<file path="src/rtl/lsu_pkg.sv">
// shared types, operation and width codes and memory depth for the load/store stage
`default_nettype none

package lsu_pkg;

    // data and address words
    typedef logic [31:0] word_t;
    typedef logic [31:0] addr_t;

    // one strobe bit per byte lane
    typedef logic [3:0] strb_t;

    // rv32e has 16 registers
    typedef logic [3:0] reg_addr_t;

    // memory operation codes
    typedef logic [1:0] mem_op_t;
    localparam mem_op_t OP_NONE  = 2'd0;
    localparam mem_op_t OP_READ  = 2'd1;
    localparam mem_op_t OP_WRITE = 2'd2;

    // access widths, stores treat signed and unsigned codes alike
    typedef logic [2:0] mem_width_t;
    localparam mem_width_t W_BYTE   = 3'd0;
    localparam mem_width_t W_BYTE_U = 3'd1;
    localparam mem_width_t W_HALF   = 3'd2;
    localparam mem_width_t W_HALF_U = 3'd3;
    localparam mem_width_t W_WORD   = 3'd4;

    // memory depth in words
    localparam int MEM_WORDS = 256;

    // stage FSM, bit 0 clear means ready for upstream, bit 1 set means sending
    typedef enum logic [1:0] {
        S_IDLE   = 2'b00,
        S_ACCESS = 2'b01,
        S_SEND   = 2'b11
    } stage_state_t;

endpackage

`default_nettype wire

</file>
<file path="src/rtl/store_lane_gen.sv">
// combinational store lane placement, gives byte strobes and shifted write data
`default_nettype none
`timescale 1ns/1ns

module store_lane_gen (
    input  wire lsu_pkg::mem_width_t width,
    input  wire logic [1:0]          offset,
    input  wire lsu_pkg::word_t      data,
    output lsu_pkg::strb_t           strb,
    output lsu_pkg::word_t           lane_data
);

    // byte offset turned into a bit shift
    logic [4:0] shamt;

    assign shamt = {offset, 3'b000};

    // each stored byte lands in its own lane
    assign lane_data = data << shamt;

    always_comb begin
        case (width)
            lsu_pkg::W_BYTE, lsu_pkg::W_BYTE_U: begin
                strb = 4'b0001 << offset;
            end
            lsu_pkg::W_HALF, lsu_pkg::W_HALF_U: begin
                // halfword crossing the word boundary writes nothing
                if (offset == 2'd3) begin
                    strb = 4'b0000;
                end else begin
                    strb = 4'b0011 << offset;
                end
            end
            lsu_pkg::W_WORD: begin
                // only aligned words write
                if (offset == 2'd0) begin
                    strb = 4'b1111;
                end else begin
                    strb = 4'b0000;
                end
            end
            default: begin
                strb = 4'b0000;
            end
        endcase
    end

endmodule

`default_nettype wire

</file>
<file path="src/rtl/load_align.sv">
// combinational load alignment, shifts the read word and extends it for the load width
`default_nettype none
`timescale 1ns/1ns

module load_align (
    input  wire lsu_pkg::mem_width_t width,
    input  wire logic [1:0]          offset,
    input  wire lsu_pkg::word_t      raw,
    output lsu_pkg::word_t           value
);

    logic [4:0]     shamt;
    lsu_pkg::word_t shifted;
    logic [7:0]     r_byte;
    logic [15:0]    r_half;

    assign shamt   = {offset, 3'b000};
    assign shifted = raw >> shamt;
    assign r_byte  = shifted[7:0];

    // halfword at offset 3 would straddle two words, reads as zero
    assign r_half = (offset == 2'd3) ? 16'h0000 : shifted[15:0];

    always_comb begin
        case (width)
            lsu_pkg::W_BYTE: begin
                value = {{24{r_byte[7]}}, r_byte};
            end
            lsu_pkg::W_BYTE_U: begin
                value = {24'h000000, r_byte};
            end
            lsu_pkg::W_HALF: begin
                value = {{16{r_half[15]}}, r_half};
            end
            lsu_pkg::W_HALF_U: begin
                value = {16'h0000, r_half};
            end
            default: begin
                // word loads return the aligned word as read
                value = raw;
            end
        endcase
    end

endmodule

`default_nettype wire

</file>
<file path="src/rtl/mem_stage.sv">
// load/store pipeline stage, runs one access at a time over an AXI-Lite master port
`default_nettype none
`timescale 1ns/1ns

module mem_stage (
    input  wire                      clk,
    input  wire                      reset,

    // upstream from execute
    input  wire                      in_valid,
    output logic                     in_ready,
    input  wire lsu_pkg::mem_op_t    in_op,
    input  wire lsu_pkg::mem_width_t in_width,
    input  wire lsu_pkg::addr_t      in_addr,
    input  wire lsu_pkg::word_t      in_store_data,
    input  wire lsu_pkg::word_t      in_result,
    input  wire lsu_pkg::reg_addr_t  in_rd_addr,
    input  wire                      in_rd_write,
    input  wire                      in_rd_from_mem,

    // downstream to writeback
    output logic                     out_valid,
    input  wire                      out_ready,
    output lsu_pkg::reg_addr_t       wb_rd_addr,
    output logic                     wb_rd_write,
    output lsu_pkg::word_t           wb_data,

    // to the hazard unit
    output logic                     load_pending,

    // AXI-Lite master
    output lsu_pkg::addr_t           araddr,
    output logic                     arvalid,
    input  wire                      arready,
    input  wire lsu_pkg::word_t      rdata,
    input  wire                      rvalid,
    output logic                     rready,
    output lsu_pkg::addr_t           awaddr,
    output logic                     awvalid,
    input  wire                      awready,
    output lsu_pkg::word_t           wdata,
    output lsu_pkg::strb_t           wstrb,
    output logic                     wvalid,
    input  wire                      wready,
    input  wire                      bvalid,
    output logic                     bready
);

    lsu_pkg::stage_state_t state;

    // instruction held between the two handshakes
    lsu_pkg::mem_op_t    op_q;
    lsu_pkg::mem_width_t width_q;
    logic [1:0]          offset_q;
    lsu_pkg::word_t      result_q;
    lsu_pkg::reg_addr_t  rd_addr_q;
    logic                rd_write_q;
    logic                rd_from_mem_q;
    lsu_pkg::word_t      rdata_q;

    lsu_pkg::strb_t      lane_strb;
    lsu_pkg::word_t      lane_data;
    lsu_pkg::word_t      load_value;

    logic                accept;
    logic                aw_left;
    logic                w_left;

    assign in_ready  = (state == lsu_pkg::S_IDLE);
    assign out_valid = (state == lsu_pkg::S_SEND);
    assign accept    = in_valid && in_ready;

    // write channels still waiting after this edge
    assign aw_left = awvalid && !awready;
    assign w_left  = wvalid && !wready;

    store_lane_gen u_store_lane_gen (
        .width     (in_width),
        .offset    (in_addr[1:0]),
        .data      (in_store_data),
        .strb      (lane_strb),
        .lane_data (lane_data)
    );

    load_align u_load_align (
        .width  (width_q),
        .offset (offset_q),
        .raw    (rdata_q),
        .value  (load_value)
    );

    always_ff @(posedge clk) begin
        if (reset) begin
            state        <= lsu_pkg::S_IDLE;
            arvalid      <= 1'b0;
            awvalid      <= 1'b0;
            wvalid       <= 1'b0;
            rready       <= 1'b0;
            bready       <= 1'b0;
            load_pending <= 1'b0;
        end else begin
            case (state)
                lsu_pkg::S_IDLE: begin
                    if (accept) begin
                        // bus request goes out on the accepting edge
                        if (in_op == lsu_pkg::OP_READ) begin
                            arvalid      <= 1'b1;
                            load_pending <= 1'b1;
                            state        <= lsu_pkg::S_ACCESS;
                        end else if (in_op == lsu_pkg::OP_WRITE) begin
                            awvalid <= 1'b1;
                            wvalid  <= 1'b1;
                            state   <= lsu_pkg::S_ACCESS;
                        end else begin
                            state <= lsu_pkg::S_SEND;
                        end
                    end
                end
                lsu_pkg::S_ACCESS: begin
                    if (op_q == lsu_pkg::OP_READ) begin
                        if (arvalid && arready) begin
                            arvalid <= 1'b0;
                            rready  <= 1'b1;
                        end
                        if (rvalid && rready) begin
                            rready       <= 1'b0;
                            load_pending <= 1'b0;
                            state        <= lsu_pkg::S_SEND;
                        end
                    end else begin
                        if (awready) begin
                            awvalid <= 1'b0;
                        end
                        if (wready) begin
                            wvalid <= 1'b0;
                        end
                        // wait for the response once address and data are taken
                        if (bvalid && bready) begin
                            bready <= 1'b0;
                            state  <= lsu_pkg::S_SEND;
                        end else if (!aw_left && !w_left) begin
                            bready <= 1'b1;
                        end
                    end
                end
                lsu_pkg::S_SEND: begin
                    if (out_ready) begin
                        state <= lsu_pkg::S_IDLE;
                    end
                end
                default: begin
                    state <= lsu_pkg::S_IDLE;
                end
            endcase
        end
    end

    // sideband and bus payload
    always_ff @(posedge clk) begin
        if (accept) begin
            op_q          <= in_op;
            width_q       <= in_width;
            offset_q      <= in_addr[1:0];
            result_q      <= in_result;
            rd_addr_q     <= in_rd_addr;
            rd_write_q    <= in_rd_write;
            rd_from_mem_q <= in_rd_from_mem;
            araddr        <= in_addr;
            awaddr        <= in_addr;
            wdata         <= lane_data;
            wstrb         <= lane_strb;
        end
        if (rvalid && rready) begin
            rdata_q <= rdata;
        end
    end

    assign wb_rd_addr  = rd_addr_q;
    assign wb_rd_write = rd_write_q;
    assign wb_data     = rd_from_mem_q ? load_value : result_q;

endmodule

`default_nettype wire

</file>
<file path="config.mk">
export PLATFORM = sky130hd
export DESIGN_NAME = mem_stage
export DESIGN_NICKNAME = d
export VERILOG_FILES = /design/src/rtl/lsu_pkg.sv /design/src/rtl/store_lane_gen.sv /design/src/rtl/load_align.sv /design/src/rtl/mem_stage.sv
export SDC_FILE = /design/constraint.sdc
export NUM_CORES = 1
export LEC_CHECK = 0
export BUFFER_PORTS_ARGS = -buffer_cell sky130_fd_sc_hd__buf_2
export CAP_MARGIN = 25
export CORE_AREA = 3 3 127 129
export CTS_BUF_LIST = sky130_fd_sc_hd__clkbuf_8
export CTS_CLUSTER_DIAMETER = 200
export DETAILED_ROUTE_END_ITERATION = 8
export DIE_AREA = 0 0 130 132
export HOLD_SLACK_MARGIN = 0.05
export PLACE_DENSITY = 0.8
export SYNTH_ARGS = -nofsm -noshare
export SYNTH_HDL_FRONTEND = slang
export SYNTH_SLANG_ARGS = --single-unit
</file>
<file path="constraint.sdc">
create_clock -name clk -period 7.5 [get_ports clk]
set_clock_uncertainty 0.15 [all_clocks]
set_input_delay 1.5 -clock clk [delete_from_list [all_inputs] [get_ports clk]]
set_output_delay 1.5 -clock clk [all_outputs]
set_load 0.05 [all_outputs]
</file>
==> Word level (Yosys, flattened, before mapping) <==
Cells that the tools add are included.
{ "word_totals": {"reg_bits": 153, "inputBits": 148, "out_inout_bits": 145, "word_cells": 112} }
{ "op_classes": {"n_eq_ne": 27, "shift": 4, "n_mux": 35, "bitwise": 1, "n_reduce_logical": 27} }
{ "op_table": {"columns": ["cell", "n"], "rows": [
  ["one-hot mux 32 bit (4 select lines)", 1],
  ["2-to-1 mux 32 bit", 1],
  ["<< shifter 32 x 5 -> 32 bit", 1],
  ["right shift 32 x 5 -> 16 bit", 1],
  ["2-to-1 mux 1 bit", 17],
  ["2-to-1 mux 16 bit", 1],
  ["2-to-1 mux 2 bit", 7],
  ["inequality test 2 bit, second input constant", 7],
  ["== test 3 x 2 -> 1 bit, second input constant", 4],
  ["one-hot mux 4 bit (3 select lines)", 1],
  ["AND reduction 6 bit", 2],
  ["AND reduction 5 bit", 2],
  ["== test 2 bit, second input constant", 4],
  ["2-to-1 mux 4 bit", 2],
  ["inequality test 2 x 1 -> 1 bit, second input constant", 4],
  ["one-hot mux 1 bit (2 select lines)", 4],
  ["logical AND 1 bit", 7],
  ["== test 2 x 1 -> 1 bit, second input constant", 3],
  ["== test 3 x 1 -> 1 bit, second input constant", 2],
  ["logical NOT 3 bit", 2],
  ["inequality test 3 bit, second input constant", 2],
  ["one-hot mux 2 bit (3 select lines)", 1],
  ["AND reduction 3 bit", 2],
  ["nonzero test 2 bit", 3],
  ["8 further kinds", 13]
]} }

==> Logic depth before layout (Yosys ltp) <==
{ "depth": {"depth_word": 6, "ltp_mapped": 9} }

==> Cells and area by module <==
Synthesis repeated with hierarchy kept, for this count alone.
{ "hier_totals": {"hier_cells": 469, "hier_area_um2": 6885.4} }
{ "modules_own_cells": {"columns": ["module", "instances", "cells_each", "area_per_inst_um2"], "rows": [
  ["mem_stage", 1, 263, 5381.4],
  ["load_align", 1, 122, 797.0],
  ["store_lane_gen", 1, 84, 706.9]
]} }

==> Worst setup path before layout <==
OpenSTA, ideal clock, no wires.
{ "synth_path": {"path_type": "input -> register", "startpoint": "input in_valid", "endpoint": "register awvalid", "setup_ps": 74, "arrival_time_ps": 4539, "setup_slack_ps": 2737, "stages": 3, "path_buffers": 0, "cell_sequence": "and2_1 > nand3b_1 > a21oi_1"} }
{ "synth_between": {"elab_chain_len": 3} }
{ "synth_rtl": {"columns": ["item", "line_no", "rtl"], "rows": [
  ["from (decl)", "mem_stage.sv:10", "input wire in_valid,"],
  ["logical AND 1 bit", "mem_stage.sv:71", "assign accept = in_valid && in_ready;"],
  ["inequality test 2 x 1 -> 1 bit (no source line)", null, null],
  ["AND reduction 6 bit (no source line)", null, null],
  ["to (signal assigned)", "mem_stage.sv:96", "awvalid <= 1'b0;"],
  ["to (signal assigned)", "mem_stage.sv:111", "awvalid <= 1'b1;"],
  ["to (signal assigned)", "mem_stage.sv:132", "awvalid <= 1'b0;"],
  ["to (decl)", "mem_stage.sv:39", "output logic awvalid,"]
]} }
No other way between the ends.
A chain may end at the register's enable or synchronous reset.

==> flow_summary_export.csv <==
group,metric,value,unit
routing,routedWlPerCell,17.8,um
global_routing,antenna_found_initial,5,
routing,dr.pass1.iters,5,
global_routing,grt_pass1_vias,4705,
placement,port_buffers,292,
sta,tns,0,ns
die,start_util,0.448,
pwr,p_sw,1.31,mW
critical_path,path_cells,"nor2b_1 > a2bb2oi_1 > a22oi_1 > o22a_1 > buf_2",
global_routing,grt_max_degree,72,
sta,worst_pin_slew,0.957,ns
die,die_h,132,um
pwr,pwr-share-seq,0.395,
pwr,p_leak,3.62,nW
critical_path,critPathBufInv,1,
clocking,cts_max_path_buffers,2,
critical_path,critPathTopFamily,"flip-flops",
synthesis,syn_avg_cell_area,13.1,um^2
synthesis,netlist.area_leader.share,0.633,
synthesis,synthCells,518,
synthesis,synth_async_sr_flop_share,0,
critical_path,cp_slowest_cell,"edfxtp_1",
synthesis,synth.largest_area_cell,"edfxtp_1",
critical_path,crit_arrival,2.76,ns
pwr,swShare,0.441,
critical_path,cp_slowest_stage_delay,0.99,ns
sta,period_share,0.588,
sta,hold_viol_final,0,
clocking,clock_latency,0.44,ns
clocking,clock-root-buffer,"clkbuf_8",
global_routing,grt_pass1_wl,25700,um
synthesis,syn_nets,673,
sta,max_freq,227,MHz
routing,vias,5060,
final_layout,area_growth,26.0,%
clocking,numClockSinks,151,
final_layout,antennaDiodeCount,0,
pwr,power.total,2.98,mW
critical_path,worstPathRequired,5.85,ns
sta,setup_viol,0,
clocking,cts_hold_buf,0,
clocking,cts_resized,0,
synthesis,ys_top_cells_by_count,"edfxtp_1 (143), nand2_1 (66), buf_4 (32)",
routing,first_iter_violations,312,
synthesis,synth_cell_types,47,
placement,hpwl,12900,um
routing,routed_via_density,5.19,
placement,place_ws,3.57,ns
clocking,h-tree-depth,4,
pwr,pwr-share-clk,0.206,
clocking,cts_tree,"built",
final_layout,fin_nets,929,
die,io_pins,293,
synthesis,synth_top_family_by_area,"compound AO/OA/AOI/OAI gates",
pwr,intPower,1.67,mW
sta,slew_headroom,0.362,
routing,drtAntennaViolNets,0,
synthesis,ys_seq_area_frac,0.657,
die,rows,45,
routing,routed_wirelength,17300,um
synthesis,synth_xor_area_frac,0,
pwr,vdd_drop_max,0.164,mV
pwr,p_comb_frac,0.399,
placement,place_congestion,0.878,
synthesis,yosysMostFrequentCell,"edfxtp_1",
flow_run,cap_violations,0,
final_layout,fin_util,0.564,
synthesis,synth_fa_ha_area_frac,0.0129,
sta,min_period,4.41,ns
critical_path,crit_fanout,31,
synthesis,synth_area_leaders,"edfxtp_1 (63%), nand2_1 (3.7%), mux2i_1 (3.5%)",
pwr,power.density,348,nW/um^2
routing,drc_errors,0,
die,die-width,130,um
critical_path,end_kind,"primary output",
synthesis,muxShareOfSynthArea,0.0417,
synthesis,yosys.area_share.simple,0.0928,
synthesis,synth_seq_cells,151,
sta,setup_slack,3.09,ns
sta,drv_slew,0,
synthesis,yosysWarnings,0,
global_routing,grt_overflow,0,
synthesis,synth_ff_type,"edfxtp_1",
clocking,numCtsBuffers,17,
synthesis,syn_area,6780,um^2
sta,rsz0062_at_grt,"false",
synthesis,synth_compound_area_frac,0.132,
synthesis,synth_edf_count,143,
clocking,clk_pin_slew_worst_paths,0.08,ns
run_status,status,"complete, no violations",
critical_path,start_kind,"flip-flop",
final_layout,drive_gt1_frac,0.432,
die,dieArea,17200,um^2
critical_path,path_class,"flip-flop to primary output",
global_routing,track_usage,0.198,
clocking,cts_post_setup_buffers_inserted,0,
min_path,min_path_type,"flip-flop to flip-flop",
die,coreArea,15100,um^2
-- routing by layer --
metal  part of all wire  global-route usage
met5             0.0036                   0
met4              0.022              0.0676
met2               0.48               0.313
met3               0.10              0.0786
met1               0.39               0.248
-- final timing paths --
| check | slack, ns | from | cells after the start | to |
|---|---|---|---|---|
| max | 3.09 | awaddr[0] | 5 | wb_data[9] |
| min | 0.32 | load_pending | 2 | load_pending |
| max reg2reg | 5.00 | state[1] | 3 | wdata[14] |
| min reg2reg | 0.32 | load_pending | 2 | load_pending |
-- worst register-to-register path, stage by stage (launching register included) --
cell and delay [ns]:
dfxtp_1 0.40, nor2_1 0.16, and2_4 0.51, buf_4 0.80
-- through the flow --
step                      cell area (um^2)  cells  hold slack, ns
after floorplan                       6780    518           0.394
final                                 8540    975           0.324
after CTS                             8540    975           0.324
after global routing                  8540    975           0.338
after global placement                8110    941           0.295
after detailed placement              8150    943           0.312
-- state kept, by name, summed over array words and instances (netlist names), 3 cells and up --
name	flops
wstrb	4
awaddr	32
rdata_q	32
width_q	3
result_q	32
wb_rd_addr	4
wdata	32
-- cells in the final DEF (no fill, tap or decap), types with 8 or more instances in the layout --
cell        n
a211oi_1    8
a21oi_1    23
a22oi_1     8
a32oi_1     8
and2_1     11
buf_2     292
clkbuf_8   17
dfxtp_1     8
edfxtp_1  143
inv_1      10
mux2i_1    24
nand2_1    66
nor2_1     24
nor2b_1    19
o21ai_0    23
o21ai_1    23
-- cell type report --
type                       instances  area [um^2]
tap                              188          235
clock buffer                      17          234
multi-input combinational        297         1900
fill                            1258         6600
clock inverter                    15          155
timing repair buffer             297         1530
sequential                       151         4450
inverter                          10         37.5
-- cell families (layout without fill, tap and decap cells) --
group / after synthesis / in the layout
muxes: 27 / 27
DFF: 151 / 151
buffers and inverters: 70 / 339
and+or+nand+nor: 134 / 134
AOI/OAI and AO/OA: 129 / 129
adders and majority gates: 7 / 7
-- power groups by stage --
stage	clock (mW)	combinational (mW)	sequential [mW]
global route	0.667	1.25	1.20
CTS	0.630	1.20	1.18
detailed placement	0	1.19	1.20
global placement	0	1.16	1.20
floorplan	0	0.668	1.49
finish	0.612	1.19	1.18
Power figures use the tool's default switching activity.
